--- config.mk ---
export PLATFORM = sky130hd
export DESIGN_NAME = rasterizer_top
export DESIGN_NICKNAME = d
export VERILOG_FILES = /design/src/hdl/raster_pkg.sv /design/src/hdl/command_decoder.sv /design/src/hdl/bbox_setup.sv /design/src/hdl/pixel_scanner.sv /design/src/hdl/edge_evaluator.sv /design/src/hdl/vram_writer.sv /design/src/hdl/rasterizer_top.sv
export SDC_FILE = /design/constraint.sdc
export NUM_CORES = 2
export LEC_CHECK = 0
export ABC_AREA = 1
export BUFFER_PORTS_ARGS = -buffer_cell sky130_fd_sc_hd__clkbuf_2
export CAP_MARGIN = 15
export CORE_UTILIZATION = 53
export CTS_BUF_LIST = sky130_fd_sc_hd__clkbuf_8
export DETAILED_ROUTE_END_ITERATION = 10
export GPL_TIMING_DRIVEN = 0
export PLACE_DENSITY = 0.66
export SYNTH_ARGS = -nofsm -noshare
export SYNTH_HDL_FRONTEND = slang
export SYNTH_SLANG_ARGS = --single-unit
--- constraint.sdc ---
create_clock -name clk -period 17.4 [get_ports clk]
set_input_delay 3.48 -clock clk [delete_from_list [all_inputs] [get_ports clk]]
set_output_delay 3.48 -clock clk [all_outputs]
set_load 0.02 [all_outputs]
--- src/hdl/raster_pkg.sv ---
// ==========================================================================
// Shared types and command encoding for the triangle rasterizer.
// Modules refer to these by scoped names.
// ==========================================================================

package raster_pkg;

    // whole-pixel signed coordinate
    typedef logic signed [11:0] coord_t;

    // product of two coordinate differences
    typedef logic signed [25:0] edge_t;

    typedef logic [15:0] color_t;

    typedef logic [31:0] cmd_t;

    // command word layout
    localparam int OP_POS    = 24;
    localparam int OP_SIZE   = 8;
    localparam int DATA_SIZE = 16;

    // opcodes, anything else is ignored
    localparam logic [7:0] OP_SET_X0    = 8'd0;
    localparam logic [7:0] OP_SET_Y0    = 8'd1;
    localparam logic [7:0] OP_SET_X1    = 8'd2;
    localparam logic [7:0] OP_SET_Y1    = 8'd3;
    localparam logic [7:0] OP_SET_X2    = 8'd4;
    localparam logic [7:0] OP_SET_Y2    = 8'd5;
    localparam logic [7:0] OP_SET_COLOR = 8'd6;
    localparam logic [7:0] OP_CLEAR     = 8'd7;
    localparam logic [7:0] OP_DRAW      = 8'd8;
    localparam logic [7:0] OP_SWAP      = 8'd9;

endpackage

--- src/hdl/command_decoder.sv ---
// ==========================================================================
// Command stream front end. Loads vertex and colour registers, pulses
// the draw, clear and swap strobes and holds ready low while a job runs.
// ==========================================================================

`timescale 1ns/1ps

module command_decoder (
    input  logic                clk,
    input  logic                reset_i,
    input  logic                cmd_valid_i,
    input  raster_pkg::cmd_t    cmd_data_i,
    input  logic                job_done_i,
    output logic                cmd_ready_o,
    output logic                draw_start_o,
    output logic                clear_start_o,
    output logic                swap_o,
    output raster_pkg::coord_t  x0_o,
    output raster_pkg::coord_t  y0_o,
    output raster_pkg::coord_t  x1_o,
    output raster_pkg::coord_t  y1_o,
    output raster_pkg::coord_t  x2_o,
    output raster_pkg::coord_t  y2_o,
    output raster_pkg::color_t  fill_color_o,
    output raster_pkg::color_t  clear_color_o
);

    typedef enum logic [1:0] {
        IDLE,
        PROCESS,
        BUSY
    } state_t;

    state_t                              state_q;
    logic                                accept;
    logic [raster_pkg::OP_SIZE-1:0]      op;
    logic [raster_pkg::DATA_SIZE-1:0]    data;
    raster_pkg::coord_t                  coord;

    assign op    = cmd_data_i[raster_pkg::OP_POS +: raster_pkg::OP_SIZE];
    assign data  = cmd_data_i[raster_pkg::DATA_SIZE-1:0];
    assign coord = data[$bits(raster_pkg::coord_t)-1:0];

    assign cmd_ready_o = (state_q == IDLE);
    assign accept      = cmd_ready_o && cmd_valid_i;

    // start strobes fire in the accept cycle so the clear fill begins next cycle
    assign draw_start_o  = accept && (op == raster_pkg::OP_DRAW);
    assign clear_start_o = accept && (op == raster_pkg::OP_CLEAR);

    always_ff @(posedge clk) begin
        if (reset_i) begin
            state_q       <= IDLE;
            swap_o        <= 1'b0;
            x0_o          <= '0;
            y0_o          <= '0;
            x1_o          <= '0;
            y1_o          <= '0;
            x2_o          <= '0;
            y2_o          <= '0;
            fill_color_o  <= '0;
            clear_color_o <= '0;
        end else begin
            swap_o <= accept && (op == raster_pkg::OP_SWAP);
            case (state_q)
                IDLE: begin
                    if (accept) begin
                        case (op)
                            raster_pkg::OP_SET_X0:    x0_o <= coord;
                            raster_pkg::OP_SET_Y0:    y0_o <= coord;
                            raster_pkg::OP_SET_X1:    x1_o <= coord;
                            raster_pkg::OP_SET_Y1:    y1_o <= coord;
                            raster_pkg::OP_SET_X2:    x2_o <= coord;
                            raster_pkg::OP_SET_Y2:    y2_o <= coord;
                            raster_pkg::OP_SET_COLOR: fill_color_o <= data;
                            raster_pkg::OP_CLEAR:     clear_color_o <= data;
                            default: ;
                        endcase
                        if (draw_start_o || clear_start_o) begin
                            state_q <= BUSY;
                        end else begin
                            state_q <= PROCESS;
                        end
                    end
                end
                PROCESS: state_q <= IDLE;
                BUSY: begin
                    if (job_done_i) begin
                        state_q <= IDLE;
                    end
                end
                default: state_q <= IDLE;
            endcase
        end
    end

endmodule

--- src/hdl/bbox_setup.sv ---
// ==========================================================================
// Triangle bounding box, clamped to the framebuffer and registered.
// An off-screen triangle leaves min above max on some axis.
// ==========================================================================

`timescale 1ns/1ps

module bbox_setup #(
    parameter int FB_WIDTH  = 128,
    parameter int FB_HEIGHT = 128
) (
    input  logic                clk,
    input  logic                reset_i,
    input  logic                draw_start_i,
    input  raster_pkg::coord_t  x0_i,
    input  raster_pkg::coord_t  y0_i,
    input  raster_pkg::coord_t  x1_i,
    input  raster_pkg::coord_t  y1_i,
    input  raster_pkg::coord_t  x2_i,
    input  raster_pkg::coord_t  y2_i,
    output logic                scan_start_o,
    output raster_pkg::coord_t  min_x_o,
    output raster_pkg::coord_t  min_y_o,
    output raster_pkg::coord_t  max_x_o,
    output raster_pkg::coord_t  max_y_o
);

    localparam raster_pkg::coord_t X_LIMIT = raster_pkg::coord_t'(FB_WIDTH - 1);
    localparam raster_pkg::coord_t Y_LIMIT = raster_pkg::coord_t'(FB_HEIGHT - 1);

    raster_pkg::coord_t lo_x, lo_y, hi_x, hi_y;

    function automatic raster_pkg::coord_t min3(input raster_pkg::coord_t a,
                                                input raster_pkg::coord_t b,
                                                input raster_pkg::coord_t c);
        raster_pkg::coord_t m;
        m = (a < b) ? a : b;
        return (c < m) ? c : m;
    endfunction

    function automatic raster_pkg::coord_t max3(input raster_pkg::coord_t a,
                                                input raster_pkg::coord_t b,
                                                input raster_pkg::coord_t c);
        raster_pkg::coord_t m;
        m = (a > b) ? a : b;
        return (c > m) ? c : m;
    endfunction

    assign lo_x = min3(x0_i, x1_i, x2_i);
    assign lo_y = min3(y0_i, y1_i, y2_i);
    assign hi_x = max3(x0_i, x1_i, x2_i);
    assign hi_y = max3(y0_i, y1_i, y2_i);

    always_ff @(posedge clk) begin
        if (reset_i) begin
            scan_start_o <= 1'b0;
            min_x_o      <= '0;
            min_y_o      <= '0;
            max_x_o      <= '0;
            max_y_o      <= '0;
        end else begin
            scan_start_o <= draw_start_i;
            if (draw_start_i) begin
                min_x_o <= (lo_x < 0) ? '0 : lo_x;
                min_y_o <= (lo_y < 0) ? '0 : lo_y;
                max_x_o <= (hi_x > X_LIMIT) ? X_LIMIT : hi_x;
                max_y_o <= (hi_y > Y_LIMIT) ? Y_LIMIT : hi_y;
            end
        end
    end

endmodule

--- src/hdl/pixel_scanner.sv ---
// ==========================================================================
// Walks the bounding box row by row, one pixel per cycle. An empty box
// produces a single last token with no valid pixel.
// ==========================================================================

`timescale 1ns/1ps

module pixel_scanner #(
    parameter int FB_WIDTH  = 128,
    parameter int FB_HEIGHT = 128
) (
    input  logic                clk,
    input  logic                reset_i,
    input  logic                scan_start_i,
    input  raster_pkg::coord_t  min_x_i,
    input  raster_pkg::coord_t  min_y_i,
    input  raster_pkg::coord_t  max_x_i,
    input  raster_pkg::coord_t  max_y_i,
    output logic                pix_valid_o,
    output logic                pix_last_o,
    output raster_pkg::coord_t  pix_x_o,
    output raster_pkg::coord_t  pix_y_o
);

    logic               box_empty;
    logic               scanning;
    logic               row_end;
    raster_pkg::coord_t next_x, next_y;

    assign box_empty = (min_x_i > max_x_i) || (min_y_i > max_y_i);

    assign scanning = pix_valid_o && !pix_last_o;
    assign row_end  = (pix_x_o == max_x_i);
    assign next_x   = row_end ? min_x_i : pix_x_o + raster_pkg::coord_t'(1);
    assign next_y   = row_end ? pix_y_o + raster_pkg::coord_t'(1) : pix_y_o;

    always_ff @(posedge clk) begin
        if (reset_i) begin
            pix_valid_o <= 1'b0;
            pix_last_o  <= 1'b0;
            pix_x_o     <= '0;
            pix_y_o     <= '0;
        end else if (scan_start_i) begin
            pix_valid_o <= !box_empty;
            pix_last_o  <= box_empty || ((min_x_i == max_x_i) && (min_y_i == max_y_i));
            pix_x_o     <= min_x_i;
            pix_y_o     <= min_y_i;
        end else if (scanning) begin
            pix_valid_o <= 1'b1;
            pix_last_o  <= (next_x == max_x_i) && (next_y == max_y_i);
            pix_x_o     <= next_x;
            pix_y_o     <= next_y;
        end else begin
            pix_valid_o <= 1'b0;
            pix_last_o  <= 1'b0;
        end
    end

endmodule

--- src/hdl/edge_evaluator.sv ---
// ==========================================================================
// Edge-function inside test, two pipeline stages. Stage one forms the
// six products, stage two takes the three differences and the sign test.
// ==========================================================================

`timescale 1ns/1ps

module edge_evaluator (
    input  logic                clk,
    input  logic                reset_i,
    input  logic                pix_valid_i,
    input  logic                pix_last_i,
    input  raster_pkg::coord_t  pix_x_i,
    input  raster_pkg::coord_t  pix_y_i,
    input  raster_pkg::coord_t  x0_i,
    input  raster_pkg::coord_t  y0_i,
    input  raster_pkg::coord_t  x1_i,
    input  raster_pkg::coord_t  y1_i,
    input  raster_pkg::coord_t  x2_i,
    input  raster_pkg::coord_t  y2_i,
    output logic                cov_valid_o,
    output logic                cov_last_o,
    output raster_pkg::coord_t  cov_x_o,
    output raster_pkg::coord_t  cov_y_o
);

    // one extra bit so the difference of two products cannot wrap
    typedef logic signed [$bits(raster_pkg::edge_t):0] wide_t;

    raster_pkg::edge_t  p0a_q, p0b_q, p1a_q, p1b_q, p2a_q, p2b_q;
    logic               valid_q, last_q;
    raster_pkg::coord_t x_q, y_q;
    wide_t              w0, w1, w2;

    // product (a - b) * (c - d) of coordinate differences
    function automatic raster_pkg::edge_t mul(input raster_pkg::coord_t a,
                                              input raster_pkg::coord_t b,
                                              input raster_pkg::coord_t c,
                                              input raster_pkg::coord_t d);
        logic signed [12:0] da, dc;
        da = {a[11], a} - {b[11], b};
        dc = {c[11], c} - {d[11], d};
        return da * dc;
    endfunction

    assign w0 = wide_t'(p0a_q) - wide_t'(p0b_q);
    assign w1 = wide_t'(p1a_q) - wide_t'(p1b_q);
    assign w2 = wide_t'(p2a_q) - wide_t'(p2b_q);

    always_ff @(posedge clk) begin
        if (reset_i) begin
            valid_q     <= 1'b0;
            last_q      <= 1'b0;
            cov_valid_o <= 1'b0;
            cov_last_o  <= 1'b0;
        end else begin
            valid_q     <= pix_valid_i;
            last_q      <= pix_last_i;
            cov_valid_o <= valid_q && !w0[$high(w0)] && !w1[$high(w1)] && !w2[$high(w2)];
            cov_last_o  <= last_q;
        end
    end

    always_ff @(posedge clk) begin
        p0a_q   <= mul(pix_x_i, x1_i, y2_i, y1_i);
        p0b_q   <= mul(pix_y_i, y1_i, x2_i, x1_i);
        p1a_q   <= mul(pix_x_i, x2_i, y0_i, y2_i);
        p1b_q   <= mul(pix_y_i, y2_i, x0_i, x2_i);
        p2a_q   <= mul(pix_x_i, x0_i, y1_i, y0_i);
        p2b_q   <= mul(pix_y_i, y0_i, x1_i, x0_i);
        x_q     <= pix_x_i;
        y_q     <= pix_y_i;
        cov_x_o <= x_q;
        cov_y_o <= y_q;
    end

endmodule

--- src/hdl/vram_writer.sv ---
// ==========================================================================
// VRAM write port. Runs the clear fill over the whole framebuffer and
// turns covered pixels into fill-colour writes, then reports job done.
// ==========================================================================

`timescale 1ns/1ps

module vram_writer #(
    parameter int FB_WIDTH  = 128,
    parameter int FB_HEIGHT = 128
) (
    input  logic                clk,
    input  logic                reset_i,
    input  logic                clear_start_i,
    input  raster_pkg::color_t  clear_color_i,
    input  raster_pkg::color_t  fill_color_i,
    input  logic                cov_valid_i,
    input  logic                cov_last_i,
    input  raster_pkg::coord_t  cov_x_i,
    input  raster_pkg::coord_t  cov_y_i,
    output logic                vram_sel_o,
    output logic                vram_wr_o,
    output logic [31:0]         vram_addr_o,
    output raster_pkg::color_t  vram_data_o,
    output logic                job_done_o
);

    localparam logic [31:0] LAST_ADDR = 32'(FB_WIDTH * FB_HEIGHT - 1);

    logic        wr_q;
    logic        clearing_q;
    logic        draw_done_q;
    logic        clear_end;
    logic [31:0] pix_addr;

    assign clear_end = clearing_q && (vram_addr_o == LAST_ADDR);
    assign pix_addr  = 32'(cov_y_i) * 32'(FB_WIDTH) + 32'(cov_x_i);

    assign vram_sel_o  = wr_q;
    assign vram_wr_o   = wr_q;
    assign vram_data_o = clearing_q ? clear_color_i : fill_color_i;
    assign job_done_o  = clear_end || draw_done_q;

    always_ff @(posedge clk) begin
        if (reset_i) begin
            wr_q        <= 1'b0;
            clearing_q  <= 1'b0;
            draw_done_q <= 1'b0;
            vram_addr_o <= '0;
        end else begin
            draw_done_q <= cov_last_i;
            if (clear_start_i) begin
                wr_q        <= 1'b1;
                clearing_q  <= 1'b1;
                vram_addr_o <= '0;
            end else if (clearing_q) begin
                wr_q        <= !clear_end;
                clearing_q  <= !clear_end;
                vram_addr_o <= vram_addr_o + 32'd1;
            end else begin
                wr_q <= cov_valid_i;
                if (cov_valid_i) begin
                    vram_addr_o <= pix_addr;
                end
            end
        end
    end

endmodule

--- src/hdl/rasterizer_top.sv ---
// ==========================================================================
// Rasterizer top level. Takes the command stream, drives the VRAM write
// port and the swap pulse, and chains the five pipeline stages.
// ==========================================================================

`timescale 1ns/1ps

module rasterizer_top #(
    parameter int FB_WIDTH  = 128,
    parameter int FB_HEIGHT = 128
) (
    input  logic                clk,
    input  logic                reset_i,
    input  logic                cmd_valid_i,
    output logic                cmd_ready_o,
    input  raster_pkg::cmd_t    cmd_data_i,
    output logic                vram_sel_o,
    output logic                vram_wr_o,
    output logic [31:0]         vram_addr_o,
    output raster_pkg::color_t  vram_data_o,
    output logic                swap_o
);

    logic               draw_start, clear_start, scan_start, job_done;
    logic               pix_valid, pix_last, cov_valid, cov_last;
    raster_pkg::coord_t x0, y0, x1, y1, x2, y2;
    raster_pkg::coord_t min_x, min_y, max_x, max_y;
    raster_pkg::coord_t pix_x, pix_y, cov_x, cov_y;
    raster_pkg::color_t fill_color, clear_color;

    command_decoder u_decoder (
        .clk(clk), .reset_i(reset_i),
        .cmd_valid_i(cmd_valid_i), .cmd_data_i(cmd_data_i), .job_done_i(job_done),
        .cmd_ready_o(cmd_ready_o), .draw_start_o(draw_start),
        .clear_start_o(clear_start), .swap_o(swap_o),
        .x0_o(x0), .y0_o(y0), .x1_o(x1), .y1_o(y1), .x2_o(x2), .y2_o(y2),
        .fill_color_o(fill_color), .clear_color_o(clear_color)
    );

    bbox_setup #(.FB_WIDTH(FB_WIDTH), .FB_HEIGHT(FB_HEIGHT)) u_bbox (
        .clk(clk), .reset_i(reset_i), .draw_start_i(draw_start),
        .x0_i(x0), .y0_i(y0), .x1_i(x1), .y1_i(y1), .x2_i(x2), .y2_i(y2),
        .scan_start_o(scan_start),
        .min_x_o(min_x), .min_y_o(min_y), .max_x_o(max_x), .max_y_o(max_y)
    );

    pixel_scanner #(.FB_WIDTH(FB_WIDTH), .FB_HEIGHT(FB_HEIGHT)) u_scanner (
        .clk(clk), .reset_i(reset_i), .scan_start_i(scan_start),
        .min_x_i(min_x), .min_y_i(min_y), .max_x_i(max_x), .max_y_i(max_y),
        .pix_valid_o(pix_valid), .pix_last_o(pix_last), .pix_x_o(pix_x), .pix_y_o(pix_y)
    );

    edge_evaluator u_edges (
        .clk(clk), .reset_i(reset_i),
        .pix_valid_i(pix_valid), .pix_last_i(pix_last), .pix_x_i(pix_x), .pix_y_i(pix_y),
        .x0_i(x0), .y0_i(y0), .x1_i(x1), .y1_i(y1), .x2_i(x2), .y2_i(y2),
        .cov_valid_o(cov_valid), .cov_last_o(cov_last), .cov_x_o(cov_x), .cov_y_o(cov_y)
    );

    vram_writer #(.FB_WIDTH(FB_WIDTH), .FB_HEIGHT(FB_HEIGHT)) u_writer (
        .clk(clk), .reset_i(reset_i),
        .clear_start_i(clear_start), .clear_color_i(clear_color), .fill_color_i(fill_color),
        .cov_valid_i(cov_valid), .cov_last_i(cov_last), .cov_x_i(cov_x), .cov_y_i(cov_y),
        .vram_sel_o(vram_sel_o), .vram_wr_o(vram_wr_o), .vram_addr_o(vram_addr_o),
        .vram_data_o(vram_data_o), .job_done_o(job_done)
    );

endmodule

==> impl_metrics.csv <==
group,metric,value,unit
critical_path,worstRegToRegCells,36,
power,clock_power_share,0.451,
timing,setup-violations-final,0,
global_route,grt_remaining_overflow,0,
critical_path,crit_arrival,10.02,ns
cts,tritoncts,"built",
route,detail_route.wl_per_cell,20.2,um
route,drt_iter0_drc,4334,
timing,finalWorstSetupSlack,8.00,ns
cts,h-tree-depth,3,
global_route,wire_length_of_the_first_global_routing_pass,296,mm
cts,clockRootBuffer,"sky130_fd_sc_hd__clkbuf_8",
synth,synth_top_cell_by_area,"sky130_fd_sc_hd__fa_1",
power,cellPowerDensity,36.5,nW/um^2
timing,max-slew-margin-rel,0.153,
cts,clkSlewWorstSetupHoldPaths,0.06,ns
synth,synth_edf_count,0,
synth,yosys_warnings,0,
synth,synthesis.instances,7599,
cts,cts_resized,0,
layout,final-seq-area,8470,um^2
cts,cts_setup_buffers,0,
timing,finalMaxSlewViolations,0,
timing,finalCriticalPeriod,9.40,ns
cts,numCtsBuffers,82,
power,switching_power,0.728,mW
timing,clock_skew_after_layout,0.0679,ns
critical_path,timing.critical_path.fanout_max,8,
power,internal_power,1.68,mW
synth,post_synth_most_frequent_cells,"sky130_fd_sc_hd__inv_1 (1652), sky130_fd_sc_hd__nand2_1 (1318), sky130_fd_sc_hd__fa_1 (988)",
timing,finalHoldViolations,0,
cts,clkLatencyLatePin,0.77,ns
route,route.detailed.vias_per_inst,5.45,
floorplan,die-area,118000,um^2
power,netSwitchingFraction,0.302,
critical_path,worst_path_max_delay_cell,"sky130_fd_sc_hd__dfxtp_1",
timing,rsz0062_at_grt,"false",
route,routed_wire_length,189,mm
timing,timing.fmax,106,MHz
critical_path,worst_ep_required_time,18.02,ns
placement,detailedPlacementHpwl,159,mm
global_route,grt_start_max_net_pins,14,
global_route,groute.usage.overall,0.331,
timing,worstMarginPinSlew,1.26,ns
critical_path,critical_path.endpoint_type,"flop",
placement,routabilityCongestion,1.00,
synth,synth.area.top_cells,"sky130_fd_sc_hd__fa_1 (32%), sky130_fd_sc_hd__ha_1 (14%), sky130_fd_sc_hd__dfxtp_1 (14%)",
synth,ys_seq_area_frac,0.137,
run,maxCapViolCount,0,
layout,layout.filler_cells,10747,
cts,cts_sinks,423,
floorplan,dieHeight,343,um
critical_path,cp_max_stage_delay,0.79,ns
timing,final.period_utilization,0.540,
critical_path,cp_common_cell,"sky130_fd_sc_hd__nand2_1",
timing,timing.hold.ws,0.296,ns
placement,placement.setup.worst_slack,8.24,ns
min_path,worstHoldPathCells,0,
min_path,hold_class,"reg -> reg",
cts,cts_max_path_buffers,3,
route,ant_nets,0,
synth,dominantRegCellSynth,"sky130_fd_sc_hd__dfxtp_1",
floorplan,die_x,343,um
synth,synthesis.area_per_instance,8.13,um^2
power,comb_power_share,0.139,
route,drcViolationCount,0,
critical_path,timing.setup.critical_path_class,"reg -> reg",
layout,combined_area_of_the_multi_input_logic_cells,46400,um^2
power,ir_worst_vdd,53.0,uV
placement,buffer_ports.inserted,77,
power,final_total_power,2.41,mW
route,routed-via-count,50950,
synth,synth_most_common_cell,"sky130_fd_sc_hd__inv_1",
global_route,vias_in_the_first_global_route,51435,
synth,synth_top_area_share,0.320,
timing,finalSetupTns,0,ns
synth,netlist_area,61800,um^2
outcome,status,"finished, final reports clean",
layout,final_nets,9486,
layout,post_route_cells_drive_above_1_share,0.0497,
cts,hold_buffers,0,
critical_path,crit_path_start_kind,"flop",
synth,ys_seq_elements,423,
floorplan,design.core.area,115000,um^2
synth,postSynthNetCount,9323,
floorplan,boundaryPins,87,
power,total_leakage_power,34.6,nW
route,firstDrtPassIters,6,
power,power.sequential.fraction,0.410,
synth,yosys.cell_types.count,70,
synth,fraction_of_synthesis_flops_using_an_asynchronous_set_or_reset_pin,0,
layout,final_cell_area,65900,um^2
layout,area_delta_synth_final,6.60,%
floorplan,starting_density,0.537,
floorplan,row_count,124,
global_route,grt_antenna_before_repair,13,
placement,placement.cell_area,64100,um^2
worst max-delay path: cells and delay by family (launching register included):
family	cells	cell delay (ns)
AO/OA/AOI/OAI	9	1.89
XOR/XNOR	1	0.21
adder cells (fa/ha/maj)	8	3.97
buffers and inverters	5	0.70
flip-flops	1	0.79
AND/OR/NAND/NOR	13	1.71
metal layers:
layer / part of all wire / track usage / vias up / routed length [um]
met1: 0.43 / 0.467 / 24945 / 82200
met4: 0.034 / 0.106 / 12 / 6420
li1: - / - / 23694 / -
met2: 0.44 / 0.509 / 1947 / 82900
met3: 0.093 / 0.0671 / 352 / 17600
met5: 0.00043 / 0 / - / 82
power by group through the flow:
stage	Combinational [mW]	Clock, mW	Sequential (mW)
floorplan	0.217	0	1.00
global placement	0.321	0	1.01
detailed placement	0.325	0	1.01
CTS	0.329	1.10	0.988
global route	0.368	1.15	0.988
finish	0.334	1.08	0.988
final timing paths:
path	startpoint	to	slack, ns
worst max-delay path	u_scanner.pix_x_o[1]	u_edges.p2a_q[25]	8.00
worst min-delay path	u_edges.x_q[1]	u_edges.cov_x_o[1]	0.30
worst max register to register	u_scanner.pix_x_o[1]	u_edges.p2a_q[25]	8.00
worst min register to register	u_edges.x_q[1]	u_edges.cov_x_o[1]	0.30
cells in the final DEF, fill, tap and decap left out, types with 9 or more instances in the layout:
cell type,n
sky130_fd_sc_hd__a21o_1,10
sky130_fd_sc_hd__or2_2,67
sky130_fd_sc_hd__clkbuf_8,95
sky130_fd_sc_hd__a21oi_1,448
sky130_fd_sc_hd__or2_1,14
sky130_fd_sc_hd__a221oi_1,28
sky130_fd_sc_hd__nand3b_1,13
sky130_fd_sc_hd__nand4_1,36
sky130_fd_sc_hd__o21bai_1,17
sky130_fd_sc_hd__o21a_1,10
sky130_fd_sc_hd__clkbuf_1,116
sky130_fd_sc_hd__ha_1,701
sky130_fd_sc_hd__nor3_1,47
sky130_fd_sc_hd__nor2_2,12
sky130_fd_sc_hd__o211ai_1,11
sky130_fd_sc_hd__clkbuf_2,77
sky130_fd_sc_hd__inv_1,1679
sky130_fd_sc_hd__xnor2_1,88
sky130_fd_sc_hd__buf_2,24
sky130_fd_sc_hd__o2111ai_1,9
sky130_fd_sc_hd__dfxtp_1,423
sky130_fd_sc_hd__inv_2,11
sky130_fd_sc_hd__and2_1,13
sky130_fd_sc_hd__fa_1,988
sky130_fd_sc_hd__clkinv_1,25
sky130_fd_sc_hd__xor2_1,187
sky130_fd_sc_hd__o21ai_0,286
sky130_fd_sc_hd__nand2_1,1318
sky130_fd_sc_hd__nand2_2,14
sky130_fd_sc_hd__a21oi_2,11
sky130_fd_sc_hd__nor2_1,674
sky130_fd_sc_hd__clkinv_2,11
sky130_fd_sc_hd__nand3_2,19
sky130_fd_sc_hd__nand3_1,175
sky130_fd_sc_hd__o21ai_1,19
sky130_fd_sc_hd__a31oi_1,39
sky130_fd_sc_hd__nor4_1,11
sky130_fd_sc_hd__a211oi_1,10
stage by stage:
step                instances   util
floorplan                7599      -
global placement         9188  0.557
detailed placement       9190  0.557
CTS                      9339  0.573
global route             9340  0.573
finish                   9346  0.573
registers in the layout (all words and copies together), names as in the netlist, 16 cells and up:
name / flops
u_writer.vram_addr_o: 32
u_edges.p0a_q: 26
u_edges.p1a_q: 26
u_edges.p2a_q: 26
u_decoder.fill_color_o: 16
u_edges.p2b_q: 26
u_decoder.clear_color_o: 16
u_edges.p0b_q: 26
u_edges.p1b_q: 26
logic make-up (layout without fill, tap and decap cells):
logic type	after synthesis	count (layout)	synth area share
compound gates	940	940	0.0850
xor+xnor	278	278	0.0398
fa+ha+maj	1689	1689	0.462
buf+inv	1840	2068	0.113
flops	423	423	0.137
mux	1	1	0.000162
other cells	0	7	0
simple gates	2428	2428	0.163
final cells by class:
| cell class | instances | share of cell area |
|---|---|---|
| multi-input cells | 5336 | 0.704 |
| inverters | 1689 | 0.0963 |
| flip-flops and latches | 423 | 0.129 |
| clock buffers | 95 | 0.0199 |
| diodes | 7 | 0.000266 |
| clock inverters | 54 | 0.00678 |
| plain buffers | 151 | 0.00952 |
| well taps | 1512 | 0.0287 |
| repair buffers | 79 | 0.00614 |
No activity file was read; power rests on OpenSTA's default activity.
